### src/include/console_consts.svh
`ifndef CONSOLE_CONSTS_SVH
`define CONSOLE_CONSTS_SVH

// Screen geometry in character cells
`define COLS 16
`define ROWS 8

// Index widths
// Cell address is row * COLS + col
`define COL_BITS 4
`define ROW_BITS 3
`define ADDR_BITS 7

// Clock cycles per serial bit
`define CLKS_PER_BIT 16

`endif
### src/design/ConsolePkg.sv
`default_nettype none

package ConsolePkg;

    // UART receiver FSM
    typedef enum logic [1:0] {
        RxIdle,
        RxStart,
        RxData,
        RxStop
    } RxState_t;

    // VT100 parser FSM
    typedef enum logic [1:0] {
        Ground,
        Escape,
        Csi,
        Clearing
    } ParserState_t;

    // Frame scanner FSM
    typedef enum logic {
        ScanIdle,
        Scan
    } ScanState_t;

endpackage

`default_nettype wire

### src/design/TextRam.sv
`timescale 1ns/100ps
`default_nettype none
`include "console_consts.svh"

module TextRam(
    input  wire logic                   clk,
    input  wire logic                   writeEn,
    input  wire logic [`ADDR_BITS-1:0]  writeAddr,
    input  wire logic [7:0]             writeChar,
    input  wire logic [`ADDR_BITS-1:0]  readAddr,
    output logic [7:0]                  readChar
    );

    // One byte per character cell
    logic [7:0] mem [0:`COLS*`ROWS-1];

    // Same-address read and write returns the old value
    always_ff @(posedge clk) begin
        if (writeEn) begin
            mem[writeAddr] <= writeChar;
        end
        readChar <= mem[readAddr];
    end

endmodule

`default_nettype wire

### src/design/TextScanner.sv
`timescale 1ns/100ps
`default_nettype none
`include "console_consts.svh"

module TextScanner(
    input  wire logic                   clk,
    input  wire logic                   rstN,
    input  wire logic                   frameStart,
    input  wire logic [`ROW_BITS-1:0]   cursorRow,
    input  wire logic [`COL_BITS-1:0]   cursorCol,
    output logic [`ADDR_BITS-1:0]       readAddr,
    input  wire logic [7:0]             readChar,
    output logic                        cellValid,
    output logic [7:0]                  cellChar,
    output logic [`ROW_BITS-1:0]        cellRow,
    output logic [`COL_BITS-1:0]        cellCol,
    output logic                        cursorCell
    );

    ConsolePkg::ScanState_t state;

    logic [`ADDR_BITS-1:0] cellCount;
    logic [`ROW_BITS-1:0]  countRow;
    logic [`COL_BITS-1:0]  countCol;

    assign readAddr = cellCount;
    assign countRow = cellCount[`ADDR_BITS-1:`COL_BITS];
    assign countCol = cellCount[`COL_BITS-1:0];

    // RAM output is already one cycle behind the address
    assign cellChar = readChar;

    always_ff @(posedge clk) begin
        if (!rstN) begin
            state      <= ConsolePkg::ScanIdle;
            cellCount  <= '0;
            cellValid  <= 1'b0;
            cursorCell <= 1'b0;
        end else begin
            cellValid  <= (state == ConsolePkg::Scan);
            cursorCell <= (state == ConsolePkg::Scan) &&
                          (countRow == cursorRow) && (countCol == cursorCol);
            case (state)
                ConsolePkg::ScanIdle: begin
                    cellCount <= '0;
                    if (frameStart) begin
                        state <= ConsolePkg::Scan;
                    end
                end
                ConsolePkg::Scan: begin
                    // frameStart is ignored until the last cell
                    cellCount <= cellCount + 1'b1;
                    if (cellCount == `COLS * `ROWS - 1) begin
                        state <= ConsolePkg::ScanIdle;
                    end
                end
                default: state <= ConsolePkg::ScanIdle;
            endcase
        end
    end

    // Row and column match the read data stage
    always_ff @(posedge clk) begin
        cellRow <= countRow;
        cellCol <= countCol;
    end

    assert property (@(posedge clk) disable iff (!rstN)
        cellValid ##1 cellValid |-> {cellRow, cellCol} == $past({cellRow, cellCol}) + 1'b1)
        else $error("scan skipped or repeated a cell");

endmodule

`default_nettype wire

### src/design/UartReceiver.sv
`timescale 1ns/100ps
`default_nettype none
`include "console_consts.svh"

module UartReceiver(
    input  wire logic       clk,
    input  wire logic       rstN,
    input  wire logic       rxd,
    output logic            byteReady,
    output logic [7:0]      byteData
    );

    localparam int CntBits = $clog2(`CLKS_PER_BIT);
    localparam logic [CntBits-1:0] HalfBit = CntBits'(`CLKS_PER_BIT / 2 - 1);
    localparam logic [CntBits-1:0] FullBit = CntBits'(`CLKS_PER_BIT - 1);

    ConsolePkg::RxState_t state;

    logic               rxdMeta;
    logic               rxdSync;
    logic               rxdPrev;
    logic [CntBits-1:0] clkCount;
    logic [2:0]         bitIndex;
    logic [7:0]         shiftReg;
    logic               bitTick;

    // Line idles high, so the synchronizer resets to one
    always_ff @(posedge clk) begin
        if (!rstN) begin
            rxdMeta <= 1'b1;
            rxdSync <= 1'b1;
            rxdPrev <= 1'b1;
        end else begin
            rxdMeta <= rxd;
            rxdSync <= rxdMeta;
            rxdPrev <= rxdSync;
        end
    end

    // Middle of a data or stop bit
    assign bitTick = (clkCount == FullBit);

    always_ff @(posedge clk) begin
        if (!rstN) begin
            state     <= ConsolePkg::RxIdle;
            clkCount  <= '0;
            bitIndex  <= '0;
            byteReady <= 1'b0;
        end else begin
            byteReady <= 1'b0;
            case (state)
                ConsolePkg::RxIdle: begin
                    clkCount <= '0;
                    if (rxdPrev && !rxdSync) begin
                        state <= ConsolePkg::RxStart;
                    end
                end
                ConsolePkg::RxStart: begin
                    if (clkCount == HalfBit) begin
                        // Glitch shorter than half a bit goes back to idle
                        clkCount <= '0;
                        bitIndex <= '0;
                        state    <= rxdSync ? ConsolePkg::RxIdle : ConsolePkg::RxData;
                    end else begin
                        clkCount <= clkCount + 1'b1;
                    end
                end
                ConsolePkg::RxData: begin
                    if (bitTick) begin
                        clkCount <= '0;
                        bitIndex <= bitIndex + 3'd1;
                        if (bitIndex == 3'd7) begin
                            state <= ConsolePkg::RxStop;
                        end
                    end else begin
                        clkCount <= clkCount + 1'b1;
                    end
                end
                ConsolePkg::RxStop: begin
                    if (bitTick) begin
                        clkCount  <= '0;
                        byteReady <= rxdSync;
                        state     <= ConsolePkg::RxIdle;
                    end else begin
                        clkCount <= clkCount + 1'b1;
                    end
                end
                default: state <= ConsolePkg::RxIdle;
            endcase
        end
    end

    // LSB arrives first
    always_ff @(posedge clk) begin
        if (state == ConsolePkg::RxData && bitTick) begin
            shiftReg <= {rxdSync, shiftReg[7:1]};
        end
        if (state == ConsolePkg::RxStop && bitTick && rxdSync) begin
            byteData <= shiftReg;
        end
    end

    assert property (@(posedge clk) disable iff (!rstN) byteReady |=> !byteReady)
        else $error("byteReady held for more than one cycle");

endmodule

`default_nettype wire

### src/design/VirtualConsole.sv
`timescale 1ns/100ps
`default_nettype none
`include "console_consts.svh"

module VirtualConsole(
    input  wire logic                   clk,
    input  wire logic                   rstN,
    input  wire logic                   rxd,
    input  wire logic                   frameStart,
    output logic                        cellValid,
    output logic [7:0]                  cellChar,
    output logic [`ROW_BITS-1:0]        cellRow,
    output logic [`COL_BITS-1:0]        cellCol,
    output logic                        cursorCell
    );

    // UART receiver to parser
    logic                  byteReady;
    logic [7:0]            byteData;

    // Parser to text RAM and scanner
    logic                  writeEn;
    logic [`ADDR_BITS-1:0] writeAddr;
    logic [7:0]            writeChar;
    logic [`ROW_BITS-1:0]  cursorRow;
    logic [`COL_BITS-1:0]  cursorCol;

    // Scanner read port
    logic [`ADDR_BITS-1:0] readAddr;
    logic [7:0]            readChar;

    UartReceiver uartReceiver(
        .clk,
        .rstN,
        .rxd,
        .byteReady,
        .byteData
    );

    Vt100Parser vt100Parser(
        .clk,
        .rstN,
        .byteReady,
        .byteData,
        .writeEn,
        .writeAddr,
        .writeChar,
        .cursorRow,
        .cursorCol
    );

    TextRam textRam(
        .clk,
        .writeEn,
        .writeAddr,
        .writeChar,
        .readAddr,
        .readChar
    );

    TextScanner textScanner(
        .clk,
        .rstN,
        .frameStart,
        .cursorRow,
        .cursorCol,
        .readAddr,
        .readChar,
        .cellValid,
        .cellChar,
        .cellRow,
        .cellCol,
        .cursorCell
    );

endmodule

`default_nettype wire

### src/design/Vt100Parser.sv
`timescale 1ns/100ps
`default_nettype none
`include "console_consts.svh"

module Vt100Parser(
    input  wire logic                   clk,
    input  wire logic                   rstN,
    input  wire logic                   byteReady,
    input  wire logic [7:0]             byteData,
    output logic                        writeEn,
    output logic [`ADDR_BITS-1:0]       writeAddr,
    output logic [7:0]                  writeChar,
    output logic [`ROW_BITS-1:0]        cursorRow,
    output logic [`COL_BITS-1:0]        cursorCol
    );

    localparam logic [7:0] CharBs     = 8'h08;
    localparam logic [7:0] CharLf     = 8'h0A;
    localparam logic [7:0] CharCr     = 8'h0D;
    localparam logic [7:0] CharEsc    = 8'h1B;
    localparam logic [7:0] CharSpace  = 8'h20;
    localparam logic [7:0] CharTilde  = 8'h7E;
    localparam logic [7:0] CharLBrack = 8'h5B;
    localparam logic [7:0] CharH      = 8'h48;
    localparam logic [7:0] CharJ      = 8'h4A;
    localparam logic [7:0] CharZero   = 8'h30;
    localparam logic [7:0] CharNine   = 8'h39;

    ConsolePkg::ParserState_t state;

    logic [3:0]            csiParam;
    logic [`ADDR_BITS-1:0] clearCount;
    logic                  printable;
    logic                  isDigit;

    // No scrolling so the last row wraps back to the top
    function automatic logic [`ROW_BITS-1:0] wrapRow(input logic [`ROW_BITS-1:0] row);
        return (row == `ROWS - 1) ? '0 : row + 1'b1;
    endfunction

    assign printable = (byteData >= CharSpace) && (byteData <= CharTilde);
    assign isDigit   = (byteData >= CharZero) && (byteData <= CharNine);

    always_ff @(posedge clk) begin
        if (!rstN) begin
            state      <= ConsolePkg::Clearing;
            clearCount <= '0;
            csiParam   <= '0;
            cursorRow  <= '0;
            cursorCol  <= '0;
            writeEn    <= 1'b0;
        end else begin
            writeEn <= 1'b0;
            case (state)
                ConsolePkg::Ground: begin
                    if (byteReady) begin
                        if (printable) begin
                            writeEn <= 1'b1;
                            if (cursorCol == `COLS - 1) begin
                                cursorCol <= '0;
                                cursorRow <= wrapRow(cursorRow);
                            end else begin
                                cursorCol <= cursorCol + 1'b1;
                            end
                        end else if (byteData == CharCr) begin
                            cursorCol <= '0;
                        end else if (byteData == CharLf) begin
                            cursorRow <= wrapRow(cursorRow);
                        end else if (byteData == CharBs) begin
                            if (cursorCol != '0) begin
                                cursorCol <= cursorCol - 1'b1;
                            end
                        end else if (byteData == CharEsc) begin
                            state <= ConsolePkg::Escape;
                        end
                    end
                end
                ConsolePkg::Escape: begin
                    if (byteReady) begin
                        csiParam <= '0;
                        state    <= (byteData == CharLBrack) ? ConsolePkg::Csi
                                                             : ConsolePkg::Ground;
                    end
                end
                ConsolePkg::Csi: begin
                    if (byteReady) begin
                        if (isDigit) begin
                            // One digit parameter, last one wins
                            csiParam <= byteData[3:0];
                        end else if (byteData == CharH) begin
                            cursorRow <= '0;
                            cursorCol <= '0;
                            state     <= ConsolePkg::Ground;
                        end else if (byteData == CharJ && csiParam == 4'd2) begin
                            cursorRow  <= '0;
                            cursorCol  <= '0;
                            clearCount <= '0;
                            state      <= ConsolePkg::Clearing;
                        end else begin
                            state <= ConsolePkg::Ground;
                        end
                    end
                end
                ConsolePkg::Clearing: begin
                    // One space per cycle across all cells
                    writeEn    <= 1'b1;
                    clearCount <= clearCount + 1'b1;
                    if (clearCount == `COLS * `ROWS - 1) begin
                        state <= ConsolePkg::Ground;
                    end
                end
                default: state <= ConsolePkg::Ground;
            endcase
        end
    end

    // Write address and data ride along with writeEn
    always_ff @(posedge clk) begin
        if (state == ConsolePkg::Clearing) begin
            writeAddr <= clearCount;
            writeChar <= CharSpace;
        end else begin
            writeAddr <= {cursorRow, cursorCol};
            writeChar <= byteData;
        end
    end

    assert property (@(posedge clk) disable iff (!rstN)
        state == ConsolePkg::Clearing |-> !byteReady)
        else $error("byte dropped while the screen was clearing");

endmodule

`default_nettype wire

### config.mk
export PLATFORM = sky130hd
export DESIGN_NAME = VirtualConsole
export DESIGN_NICKNAME = d
export VERILOG_FILES = /design/src/design/ConsolePkg.sv /design/src/design/TextRam.sv /design/src/design/TextScanner.sv /design/src/design/UartReceiver.sv /design/src/design/VirtualConsole.sv /design/src/design/Vt100Parser.sv
export VERILOG_INCLUDE_DIRS = /design/src /design/src/include
export SDC_FILE = /design/constraint.sdc
export NUM_CORES = 1
export LEC_CHECK = 0
export BUFFER_PORTS_ARGS = -buffer_cell sky130_fd_sc_hd__buf_4
export CAP_MARGIN = 15
export CORE_ASPECT_RATIO = 1.5
export CORE_UTILIZATION = 43
export CTS_CLUSTER_DIAMETER = 150
export DETAILED_ROUTE_END_ITERATION = 16
export GPL_ROUTABILITY_DRIVEN = 0
export PLACE_DENSITY = 0.61
export SETUP_SLACK_MARGIN = 0.05
export SLEW_MARGIN = 20
export SYNTH_ARGS = -nofsm -noshare
export SYNTH_HDL_FRONTEND = slang
export SYNTH_HIERARCHICAL = 1
export SYNTH_SLANG_ARGS = --single-unit
export TNS_END_PERCENT = 5
### constraint.sdc
create_clock -name clk -period 4.43 [get_ports clk]
set_clock_uncertainty 0.15 [all_clocks]
set_input_delay 0.6645 -clock clk [delete_from_list [all_inputs] [get_ports clk]]
set_output_delay 0.6645 -clock clk [all_outputs]
set_load 0.1 [all_outputs]
# Yosys cells after proc, flatten, opt, wreduce, memory -nomap -nowiden
# Memory sizes are Yosys's and may differ from the RTL's. A register that Yosys moved wholly into a read port is not among the register bits.
# Index checks and enable logic that the tools add are counted.
[op_classes] n_addsub=7 mul=0 n_div=0 magnitude_cmp=4 eq_ne=48 shifts=0 muxes=69 n_bitwise=1 n_reduce_logical=26
[ops] operator="$mux 4" count=16
[ops] operator="$mux 2" count=19
[ops] operator="$mux 3" count=12
[ops] operator="$mux 7" count=5
[ops] operator="$pmux 7 s2" count=2
[ops] operator="$eq 8x4->1 const B" count=3
[ops] operator="$eq 8x7->1 const B" count=3
[ops] operator="$ne 2x1->1 const B" count=9
[ops] operator="$ne 2x2->1 const B" count=9
[ops] operator="$ge 8x6->1 const B" count=2
[ops] operator="$pmux 2 s4" count=2
[ops] operator="$pmux 4 s2" count=2
[ops] operator="$reduce_and 8->1" count=2
[ops] operator="$add 7x1->7 const B" count=2
[ops] operator="$eq 7x7->1 const B" count=2
[ops] operator="$pmux 3 s2" count=2
[ops] operator="$pmux 4 s3" count=1
[ops] operator="$reduce_and 10->1" count=1
[ops] operator="$reduce_and 5->1" count=2
[ops] operator="$logic_and 1x1->1" count=9
[ops] operator="$add 4x1->4 const B" count=2
[ops] operator="$eq 2x2->1 const B" count=4
[ops] operator="$eq 4x4->1 const B" count=2
[ops] operator="$eq 8x5->1 const B" count=1
[ops] operator="other kinds (25)" count=41
[totals] ff_bits=82 latch_bits=0 mem_bits_rw=1024 romBits=0 in_bits=4 out_inout_bits=17 word_cells=179 memories=1
[memory_table] name="textRam.mem" words=128 width=8 rd=1 rd_clocked_by_memory_dff=1 write_ports=1 line_no="TextRam.sv:15" text="logic [7:0] mem [0:`COLS*`ROWS-1];"

# Longest topological paths before layout
# Gate-level depths: netlist of run 1.
[logic_depth] depth_word=8 mapped_depth=8 mapped_depth_nobuf=7

# Modules after synthesis
# The synthesis of run 1 kept the hierarchy.
[modules_own_cells] module="TextRam" n_inst=1 cells_per_inst=1635 area_per_inst_um2=39665.5
[modules_own_cells] module="Vt100Parser" n_inst=1 cells_per_inst=204 area_per_inst_um2=1844.3
[modules_own_cells] module="UartReceiver" n_inst=1 cells_per_inst=91 area_per_inst_um2=1157.4
[modules_own_cells] module="TextScanner" n_inst=1 cells_per_inst=59 area_per_inst_um2=616.8

# Least setup slack after synthesis of run 1
# No wires, ideal clock.
[synth_timing] path_type="reg2reg" from="register textScanner.cellCount[0] (netlist: textScanner/readAddr[0])" to="register textRam.readChar[0], read port of textRam.mem" t_arrival_ps=2817 required_time_ps=4159 slack_ps=1342 path_stages_with_launch=7 n_path_buf=2 cell_sequence="dfxtp_1 > clkbuf_1 > buf_1 > mux4_2 > mux4_2 > mux4_2 > mux2_2"
[synth_rtl] item="start, declared" line_no="TextScanner.sv:22" text="logic [`ADDR_BITS-1:0] cellCount;"
[synth_rtl] item="start signal, assigned" line_no="TextScanner.sv:52" text="cellCount <= cellCount + 1'b1;"
[synth_rtl] item="end, declared" line_no="TextRam.sv:11" text="output logic [7:0] readChar"

==> tab_implementation.tex, run 1 <==
\begin{tabular}{lr}
\hline
Metric & Value \\
\hline
\multicolumn{2}{l}{\textbf{Timing}} \\
Period minus WS final & $\sim$3.5 ns \\
Setup repair after global routing missed its margin & false \\
Number of failing setup endpoints in the final timing report & 0 \\
Total count of hold-check failures in the final report & 0 \\
Fin Setup TNS & 0 ns \\
Max-slew headroom at the worst pin & 0.205 \\
Max Fclk & roughly 280 MHz \\
Number of slew-limit violations in the final report & 0 \\
Final critical-path share of the clock period & 0.792 \\
Worst Max-Slew Pin Slew & 1.19 ns \\
\multicolumn{2}{l}{\textbf{Clocking}} \\
Root Driver & sky130\_fd\_sc\_hd\_\_clkbuf\_16 \\
CTS clk-pin slew, worst paths & roughly 0.070 ns \\
Clock tree from TritonCTS & yes \\
Total number of clock tree sinks & approximately 1,100 \\
Cts bufs inserted & 94 \\
Buffer count from post-CTS setup fixing & 0 \\
Source-to-sink clock delay at the later pin of the worst-skew pair & between 0.6 and 0.7 ns \\
H-tree depth & 3 \\
Count of cells resized by post-cts repair & 0 \\
Deepest clock path buffer count & 3 \\
Hold buffer count at CTS & 1 \\
\multicolumn{2}{l}{\textbf{Power and ir drop}} \\
Maximum VDD drop & 0.383 mV \\
Static power due to leakage & approximately 14 nW \\
Power density of the placed cells & approximately 410 nW/µm² \\
Post-layout power & approximately 20 mW \\
\multicolumn{2}{l}{\textbf{Worst setup path}} \\
Worst-case register-to-register setup slack & approximately 0.92 ns \\
CP Capture Point & textRam/readChar[7]\$\_DFF\_P\_ \\
Startpoint type of the worst setup path & register \\
CP required & roughly 4.8 ns \\
Cell count of the worst reg-to-reg path & 6 \\
Critical path origin & textScanner/readAddr[0]\$\_SDFF\_PN0\_ \\
Worst R2R Start & textScanner/readAddr[0]\$\_SDFF\_PN0\_ \\
Cell at the slowest stage of the critical path & sky130\_fd\_sc\_hd\_\_dfxtp\_4 \\
Largest driver fanout on the critical path & 19 \\
Cells along the critical path & buf\_4 -> buf\_4 -> mux4\_2 -> mux4\_2 -> mux4\_2 -> mux2\_2 \\
Critical R2R Capture & textRam/readChar[7]\$\_DFF\_P\_ \\
Most used cell, CP & sky130\_fd\_sc\_hd\_\_mux4\_2 \\
Worst setup EP type & register \\
Delay contributed by the slowest stage of the critical path & around 0.66 ns \\
Kind of critical path & reg -> reg \\
Data arrival, critical path & 3.92 ns \\
\multicolumn{2}{l}{\textbf{Placement}} \\
Number of buffer cells added on primary ports & 20 \\
Placed cell areas & approximately 45,000 µm² \\
Placed Cells incl. Taps & 3,289 \\
Final HPWL DP & 60,400 µm \\
\multicolumn{2}{l}{\textbf{Die}} \\
Die span in y & between 300 and 400 µm \\
Initial Utilization & 0.433 \\
Die X & approximately 260 µm \\
Area of the placeable core & about 100,000 µm² \\
Num ports & 21 \\
Overall die area & 102,000 µm² \\
Number of standard-cell rows in the floorplan & approximately 140 \\
\multicolumn{2}{l}{\textbf{Final layout}} \\
Fraction of the core area covered by cells at the end of the flow & 0.486 \\
Layout cells sized above 1 & 0.293 \\
Final Instance Count excl. Fillers & between 3,000 and 4,000 \\
Post-layout net count & $\sim$2,100 \\
Post-route cell area & 48,500 µm² \\
Diode count & 0 \\
Layout area overhead & 12.1\% \\
\multicolumn{2}{l}{\textbf{Drt}} \\
DRT antenna net count & 0 \\
Number of design rule violations left after detail routing & 1 \\
1st-iter DRT viols & roughly 1,600 \\
Router iterations before antenna repair & 13 \\
Final WL & between 90,000 and 100,000 µm \\
Mean routed wirelength per cell & 28.3 µm \\
Avg Vias per Cell & just under 6 \\
Vias after detailed routing & between 20,000 and 25,000 \\
\multicolumn{2}{l}{\textbf{Global route}} \\
Vias in the first global route & $\sim$21,000 \\
Antenna violations before repair & 3 \\
Total congestion overflow & 0 \\
Total global-route track usage & 0.198 \\
Wire length of the first global-routing pass & 144,000 µm \\
Largest net degree at the start of global routing & 91 \\
\multicolumn{2}{l}{\textbf{Yosys}} \\
Nets in the synthesized netlist & $\sim$2,000 \\
Number of warnings reported in the yosys synthesis log & 6 \\
Netlist Area Pre-Place & $\sim$43,000 µm² \\
Share of flip-flops with an asynchronous set or reset after synthesis & 0 \\
Syn avg cell area & 21.8 µm² \\
Syn Inst Count & between 1,500 and 2,000 \\
Flop and latch count out of synthesis & between 1,000 and 1,500 \\
Seq/Total Area, Yosys & 0.756 \\
Most frequently used flop master after synthesis & sky130\_fd\_sc\_hd\_\_edfxtp\_1 \\
Number of synthesized flops with an enable pin & approximately 1,000 \\
Cell variety after synth & 70 \\
\multicolumn{2}{l}{\textbf{Status}} \\
Violated checks & DRC \\
Status & finished with violations \\
\multicolumn{2}{l}{\textbf{Job}} \\
Max Cap Viol & 0 \\
\multicolumn{2}{l}{\textbf{Worst hold path}} \\
Class of the worst hold path & in -> reg \\
Startpoint of the lowest-slack hold path & frameStart \\
\hline
\end{tabular}
cell usage after synthesis, types with 4 or more instances:
cell type	number	share of area
sky130_fd_sc_hd__nor2_1	144	0.012
sky130_fd_sc_hd__dfxtp_1	74	0.034
sky130_fd_sc_hd__o211ai_1	4	0.00069
sky130_fd_sc_hd__a22oi_1	4	0.00069
sky130_fd_sc_hd__mux2i_1	6	0.0014
sky130_fd_sc_hd__nor2b_1	16	0.0023
sky130_fd_sc_hd__nor3_1	17	0.0020
sky130_fd_sc_hd__nand2b_1	5	0.00072
sky130_fd_sc_hd__edfxtp_1	1040	0.72
sky130_fd_sc_hd__a21oi_1	18	0.0021
sky130_fd_sc_hd__mux4_2	336	0.17
sky130_fd_sc_hd__or3_1	9	0.0013
sky130_fd_sc_hd__inv_1	14	0.0012
sky130_fd_sc_hd__and3_1	4	0.00058
sky130_fd_sc_hd__nand4_1	6	0.00087
sky130_fd_sc_hd__ha_1	14	0.0040
sky130_fd_sc_hd__clkbuf_1	51	0.0044
sky130_fd_sc_hd__nand3_1	25	0.0029
sky130_fd_sc_hd__xnor2_1	9	0.0018
sky130_fd_sc_hd__nand2_1	34	0.0029
sky130_fd_sc_hd__buf_6	4	0.0010
sky130_fd_sc_hd__mux2_2	12	0.0031
sky130_fd_sc_hd__buf_4	20	0.0035
sky130_fd_sc_hd__or4_1	4	0.00069
sky130_fd_sc_hd__buf_1	18	0.0016
sky130_fd_sc_hd__o21ai_0	24	0.0028
sky130_fd_sc_hd__buf_2	18	0.0021
sky130_fd_sc_hd__a31oi_1	4	0.00058
report_power, final:
group	internal, mW	total (mW)	switching, mW
logic	0.176	0.421	0.245
registers	11.3	11.4	0.0346
clock network	4.61	8.28	3.67
total	16.1	20.1	3.95
cell usage in the layout, fill, tap and decap left out, types with 17 or more instances in the layout:
cell | synthesis | layout
sky130_fd_sc_hd__clkbuf_16 | 0 | 98
sky130_fd_sc_hd__mux4_2 | 336 | 336
sky130_fd_sc_hd__edfxtp_1 | 1040 | 1040
sky130_fd_sc_hd__dfxtp_1 | 74 | 62
sky130_fd_sc_hd__nand3_1 | 25 | 25
sky130_fd_sc_hd__buf_4 | 20 | 104
sky130_fd_sc_hd__o21ai_0 | 24 | 24
sky130_fd_sc_hd__clkinv_2 | 0 | 17
sky130_fd_sc_hd__a21oi_1 | 18 | 18
sky130_fd_sc_hd__nand2_1 | 34 | 33
sky130_fd_sc_hd__nor2_1 | 144 | 142
area by class of cell:
class                           count  area, µm²
Fill cell                        8064      51300
Sequential cell                  1114      32800
Multi-Input combinational cell    749       9980
Clock buffer                      116       2540
Tap cell                         1296       1620
Timing Repair Buffer              117       1030
Clock inverter                     54        531
Inverter                           14       52.6
flip-flops by register name (all words and copies together), names as in the netlist, 2 cells and up, named ones only:
| name | cells |
|---|---|
| vt100Parser/cursorCol | 4 |
| vt100Parser/clearCount | 7 |
| uartReceiver/shiftReg | 8 |
| uartReceiver/byteData | 8 |
| textScanner/cellCol | 4 |
| uartReceiver/clkCount | 4 |
| vt100Parser/state | 2 |
| textScanner/readAddr | 7 |
| textRam/mem | 1024 |
| vt100Parser/writeChar | 8 |
| uartReceiver/bitIndex | 3 |
| vt100Parser/csiParam | 4 |
| textRam/readChar | 8 |
| vt100Parser/cursorRow | 3 |
| vt100Parser/writeAddr | 7 |
| textScanner/cellRow | 3 |
layer usage:
| metal | wire (µm) | track usage | share of wire |
|---|---|---|---|
| met2 | 52700 | 0.352 | 0.54 |
| met1 | 37900 | 0.246 | 0.39 |
| met4 | 3060 | 0.0749 | 0.031 |
| met5 | 27 | 0 | 0.00028 |
| met3 | 4260 | 0.0242 | 0.043 |
cell families after synthesis:
| family | after synthesis | share of synthesized area |
|---|---|---|
| compound gates | 78 | 0.0118 |
| flops | 1114 | 0.756 |
| buf+inv | 126 | 0.0139 |
| fa+ha+maj | 14 | 0.00405 |
| xor+xnor | 12 | 0.00243 |
| simple gates | 291 | 0.0328 |
| mux | 354 | 0.179 |
worst min path at each step:
stage	cells after the start	slack, ns	to
2_1_floorplan	1	0.24	uartReceiver/rxdSync$_SDFF_PN1_
3_3_place_gp	0	0.26	uartReceiver/byteData[0]$_DFFE_PP_
3_5_place_dp	1	0.26	uartReceiver/rxdSync$_SDFF_PN1_
4_1_cts	3	0.11	textScanner/state$_SDFF_PN0_
5_1_grt	2	0.16	uartReceiver/rxdMeta$_SDFF_PN1_
6_report	3	0.15	textScanner/state$_SDFF_PN0_
stage by stage:
| stage | worst slack [ns] | hold WS (ns) |
|---|---|---|
| final | 0.919 | 0.151 |
| after global placement | 0.929 | 0.258 |
| after CTS | 0.841 | 0.105 |
| after floorplan | 1.34 | 0.236 |
| after detailed placement | 0.884 | 0.259 |
| after global routing | 0.776 | 0.156 |
critical path: cells and delay by family (launching register included):
family / cells / cell delay (ns)
buffers and inverters: 2 / 0.67
flip-flops: 1 / 0.66
multiplexers: 4 / 1.88
Note: power is estimated with default switching activity, not from simulation.
==> run 2: changes to the inputs <==
--- a/config.mk
+++ b/config.mk
@@ -6,6 +6,7 @@
 export SDC_FILE = /design/constraint.sdc
 export NUM_CORES = 1
 export LEC_CHECK = 0
+export ABC_AREA = 1
 export BUFFER_PORTS_ARGS = -buffer_cell sky130_fd_sc_hd__buf_4
 export CAP_MARGIN = 15
 export CORE_ASPECT_RATIO = 1.5
==> constraint.sdc (replaced) <==
create_clock -name clk -period 3.62 [get_ports clk]
set_clock_uncertainty 0.15 [all_clocks]
set_input_delay 0.543 -clock clk [delete_from_list [all_inputs] [get_ports clk]]
set_output_delay 0.543 -clock clk [all_outputs]
set_load 0.1 [all_outputs]
==> run 2 against run 1 <==
The flow now finishes without violations. Design area increased by 5.6%. Sequential share of layout area fell by 3.6 points. Combinational power grew to 3.2 times the previous value. Power up 30%. Critical path depth rose by 7. Core utilization decreased by 0.17 points. Maximum frequency increased by 20%. Synthesized area rose by 6.1%.
==> tab_implementation.tex, run 2 <==
\begin{tabular}{lr}
\hline
Metric & Value \\
\hline
\multicolumn{2}{l}{\textbf{Clocking}} \\
Hold buffer count at CTS & 2 (+1) \\
Clock tree from TritonCTS & yes \\
Buffer count from post-CTS setup fixing & 0 (unchanged) \\
Total number of clock tree sinks & 1,114 (unchanged) \\
H-tree depth & 3 (unchanged) \\
CTS clk-pin slew, worst paths & 0.07 ns (about the same) \\
Root Driver & sky130\_fd\_sc\_hd\_\_clkbuf\_16 \\
Source-to-sink clock delay at the later pin of the worst-skew pair & 0.72 ns (+0.04 ns) \\
Deepest clock path buffer count & 3 (unchanged) \\
Count of cells resized by post-cts repair & 0 (unchanged) \\
Cts bufs inserted & 95 (+1.1\%) \\
\multicolumn{2}{l}{\textbf{Yosys}} \\
Syn avg cell area & 11.3 µm² (-48\%) \\
Nets in the synthesized netlist & 4,092 (+100\%) \\
Number of synthesized flops with an enable pin & 1,040 (unchanged) \\
Flop and latch count out of synthesis & 1,114 (unchanged) \\
Area share of the largest cell type after synthesis & 0.680 (-0.0413) \\
Most common cell in the netlist & sky130\_fd\_sc\_hd\_\_nand2\_1 \\
Number of warnings reported in the yosys synthesis log & 6 (unchanged) \\
Yosys top cell by area & sky130\_fd\_sc\_hd\_\_edfxtp\_1 \\
Share of flip-flops with an asynchronous set or reset after synthesis & 0 (unchanged) \\
Top cells by area in the synthesized netlist & sky130\_fd\_sc\_hd\_\_edfxtp\_1, sky130\_fd\_sc\_hd\_\_nand2\_1, sky130\_fd\_sc\_hd\_\_nand3\_1 \\
Most frequently used flop master after synthesis & sky130\_fd\_sc\_hd\_\_edfxtp\_1 \\
Synth top cells by count & sky130\_fd\_sc\_hd\_\_nand2\_1, sky130\_fd\_sc\_hd\_\_edfxtp\_1, sky130\_fd\_sc\_hd\_\_nand3\_1 \\
Cell variety after synth & 38 (-46\%) \\
Netlist Area Pre-Place & 45,900 µm² (+6.1\%) \\
Syn Inst Count & 4,074 (+100\%) \\
Seq/Total Area, Yosys & 0.713 (-0.0432) \\
\multicolumn{2}{l}{\textbf{Final layout}} \\
Post-layout net count & 4,098 (+94\%) \\
Fraction of the core area covered by cells at the end of the flow & 0.484 (-0.00172) \\
Final Instance Count excl. Fillers & 5,564 (+61\%) \\
Layout fillers & 9,365 (+16\%) \\
Layout cells sized above 1 & 0.0887 (-0.204) \\
Register name with the most flops & textRam/mem \\
Top library cells by usage in the layout, fill and taps aside & sky130\_fd\_sc\_hd\_\_nand2\_1, sky130\_fd\_sc\_hd\_\_edfxtp\_1, sky130\_fd\_sc\_hd\_\_nand3\_1 \\
Post-route cell area & 51,200 µm² (+5.6\%) \\
Diode count & 0 (unchanged) \\
Most frequent standard cell in the layout excluding fill and tap cells & sky130\_fd\_sc\_hd\_\_nand2\_1 \\
Max FFs per register & 1,024 (unchanged) \\
Layout area overhead & 11.5\% \\
\multicolumn{2}{l}{\textbf{Drt}} \\
Final WL & 121,000 µm (+23\%) \\
Mean routed wirelength per cell & 21.7 µm (-23\%) \\
DRT antenna net count & 0 (unchanged) \\
Avg Vias per Cell & 5.43 (-6.2\%) \\
1st-iter DRT viols & 3,007 (+84\%) \\
Router iterations before antenna repair & 8 (-5) \\
Vias after detailed routing & 30,200 (+51\%) \\
Number of design rule violations left after detail routing & 0 (-1) \\
\multicolumn{2}{l}{\textbf{Timing}} \\
Max Fclk & 341 MHz (+20\%) \\
Setup repair after global routing missed its margin & false \\
Total count of hold-check failures in the final report & 0 (unchanged) \\
Fin Hold WS & 0.0307 ns (-0.120 ns) \\
Max-slew headroom at the worst pin & 0.286 (+0.0805) \\
Fin Setup TNS & 0 ns (unchanged) \\
Worst Max-Slew Pin Slew & 1.07 ns (-0.120 ns) \\
Final critical-path share of the clock period & 0.810 (+0.0173) \\
Final WS setup & 0.689 ns (-0.231 ns) \\
Number of slew-limit violations in the final report & 0 (unchanged) \\
Number of failing setup endpoints in the final timing report & 0 (unchanged) \\
Period minus WS final & 2.93 ns (-0.579 ns) \\
\multicolumn{2}{l}{\textbf{Worst setup path}} \\
Worst setup EP type & register \\
Most used cell, CP & sky130\_fd\_sc\_hd\_\_nand2\_1 \\
Cells along the critical path & buf\_12 -> buf\_4 -> buf\_4 -> nand2\_1 -> nand3\_1 -> nand3\_1 -> nand3\_1 -> nand2\_1 -> nand2\_1 -> nand3\_1 -> nand2\_1 -> nand2\_1 -> nand2\_1 \\
Buffers \& Inverters on Critical Path & 3 (+1) \\
Delay contributed by the slowest stage of the critical path & 0.43 ns (-0.23 ns) \\
Cell at the slowest stage of the critical path & sky130\_fd\_sc\_hd\_\_dfxtp\_4 \\
CP required & 4.11 ns (-0.73 ns) \\
Largest delay contributor family on the critical path & simple AND/OR/NAND/NOR gates \\
Startpoint type of the worst setup path & register \\
Data arrival, critical path & 3.42 ns (-0.50 ns) \\
Kind of critical path & reg -> reg \\
Largest driver fanout on the critical path & 70 (+51) \\
\multicolumn{2}{l}{\textbf{Global route}} \\
Vias in the first global route & 29,600 (+40\%) \\
Largest net degree at the start of global routing & 135 (+48\%) \\
Total global-route track usage & 0.226 (+0.0277) \\
Total congestion overflow & 0 (unchanged) \\
Wire length of the first global-routing pass & 183,000 µm (+27\%) \\
Antenna violations before repair & 1 (-2) \\
\multicolumn{2}{l}{\textbf{Placement}} \\
Placed Cells incl. Taps & 5,387 (+64\%) \\
Placed cell areas & 47,800 µm² (+5.3\%) \\
Pre-CTS worst setup slack & 0.744 ns (-0.140 ns) \\
Final HPWL DP & 72,200 µm (+20\%) \\
Number of buffer cells added on primary ports & 20 (unchanged) \\
\multicolumn{2}{l}{\textbf{Worst hold path}} \\
Class of the worst hold path & in -> reg \\
\multicolumn{2}{l}{\textbf{Die}} \\
Die span in y & 402 µm (+3.0\%) \\
Die X & 269 µm (+3.0\%) \\
Overall die area & 108,000 µm² (+6.0\%) \\
Num ports & 21 (unchanged) \\
Area of the placeable core & 106,000 µm² (+5.9\%) \\
Initial Utilization & 0.434 (+0.000575) \\
Number of standard-cell rows in the floorplan & 146 (+2.8\%) \\
\multicolumn{2}{l}{\textbf{Power and ir drop}} \\
Internal power of the cells & 20.5 mW (+27\%) \\
Relative contribution of sequential cells to total power & 0.532 (-0.035) \\
Switch share & 0.217 (+0.0207) \\
Net Sw Power & 5.70 mW (+44\%) \\
Portion of total power attributed to combinational logic & 0.052 (+0.031) \\
Power density of the placed cells & 512 nW/µm² (+24\%) \\
Share of power burned in the clock network & 0.416 (+0.004) \\
Static power due to leakage & 17.6 nW (+27\%) \\
Post-layout power & 26.2 mW (+30\%) \\
Maximum VDD drop & 0.403 mV (+5.3\%) \\
\multicolumn{2}{l}{\textbf{Job}} \\
Max Cap Viol & 0 (unchanged) \\
\multicolumn{2}{l}{\textbf{Status}} \\
Status & completed \\
\hline
\end{tabular}
run 2: cell types whose count changed after synthesis, moves of 13 or more:
cell,previous run,this run
sky130_fd_sc_hd__buf_6,4,22
sky130_fd_sc_hd__nor2b_1,16,1
sky130_fd_sc_hd__nor2_1,144,199
sky130_fd_sc_hd__clkbuf_1,51,38
sky130_fd_sc_hd__nand3_1,25,959
sky130_fd_sc_hd__mux4_2,336,0
sky130_fd_sc_hd__inv_1,14,69
sky130_fd_sc_hd__nand2_1,34,1357
sky130_fd_sc_hd__buf_4,20,48
sky130_fd_sc_hd__buf_2,18,125
run 2: metal layers:
layer / vias to the layer above / GRT usage / routed length (µm)
li1: 14100 / - / -
met1: 14800 / 0.276 / 46600
met2: 1048 / 0.399 / 62900
met3: 219 / 0.0272 / 6390
met4: 2 / 0.0958 / 4740
met5: - / 0 / 10
run 2: cell families (layout without fill, tap and decap cells):
logic type	after synthesis	count (layout)	share of synthesized area
buf+inv	331	415	0.0382
fa+ha+maj	14	14	0.00382
flops	1114	1114	0.713
compound gates	44	44	0.00518
xor+xnor	6	6	0.00114
simple gates	2565	2565	0.239
run 2: worst paths after layout:
| check | from | endpoint | slack, ns | cells after the start |
|---|---|---|---|---|
| worst max-delay path | textScanner/readAddr[0]$_SDFF_PN0_ | textRam/readChar[7]$_DFF_P_ | 0.69 | 13 |
| worst max register to register | textScanner/readAddr[0]$_SDFF_PN0_ | textRam/readChar[7]$_DFF_P_ | 0.69 | 13 |
| worst min register to register | textScanner/readAddr[6]$_SDFF_PN0_ | textScanner/cellRow[2]$_DFF_P_ | 0.21 | 0 |
| worst min-delay path | rstN | vt100Parser/state[0]$_SDFFE_PN1P_ | 0.03 | 2 |
run 2: final cells by class:
cell class / count / area [µm²] / area share
flip-flops and latches: 1114 / 32800 / 0.640
multi-input cells: 2629 / 11500 / 0.224
clock buffers: 123 / 2750 / 0.0538
well taps: 1406 / 1760 / 0.0344
repair buffers: 156 / 1540 / 0.0301
clock inverters: 52 / 608 / 0.0119
inverters: 84 / 344 / 0.00672
run 2: power by group through the flow:
stage	clock network, mW	registers [mW]	logic, mW
after detailed placement	0	14.2	1.36
after floorplan	0	14.2	0.967
after global placement	0	14.2	1.35
after CTS	11.1	13.9	1.37
final	10.9	13.9	1.36
after global routing	11.5	13.9	1.50
run 2: worst register-to-register path: stages, from the launching register on:
cell and delay (ns):
sky130_fd_sc_hd__dfxtp_4 0.43, sky130_fd_sc_hd__buf_12 0.35, sky130_fd_sc_hd__buf_4 0.45, sky130_fd_sc_hd__buf_4 0.29, sky130_fd_sc_hd__nand2_1 0.08, sky130_fd_sc_hd__nand3_1 0.08, sky130_fd_sc_hd__nand3_1 0.11, sky130_fd_sc_hd__nand3_1 0.12
sky130_fd_sc_hd__nand2_1 0.05, sky130_fd_sc_hd__nand2_1 0.05, sky130_fd_sc_hd__nand3_1 0.30, sky130_fd_sc_hd__nand2_1 0.19, sky130_fd_sc_hd__nand2_1 0.10, sky130_fd_sc_hd__nand2_1 0.09
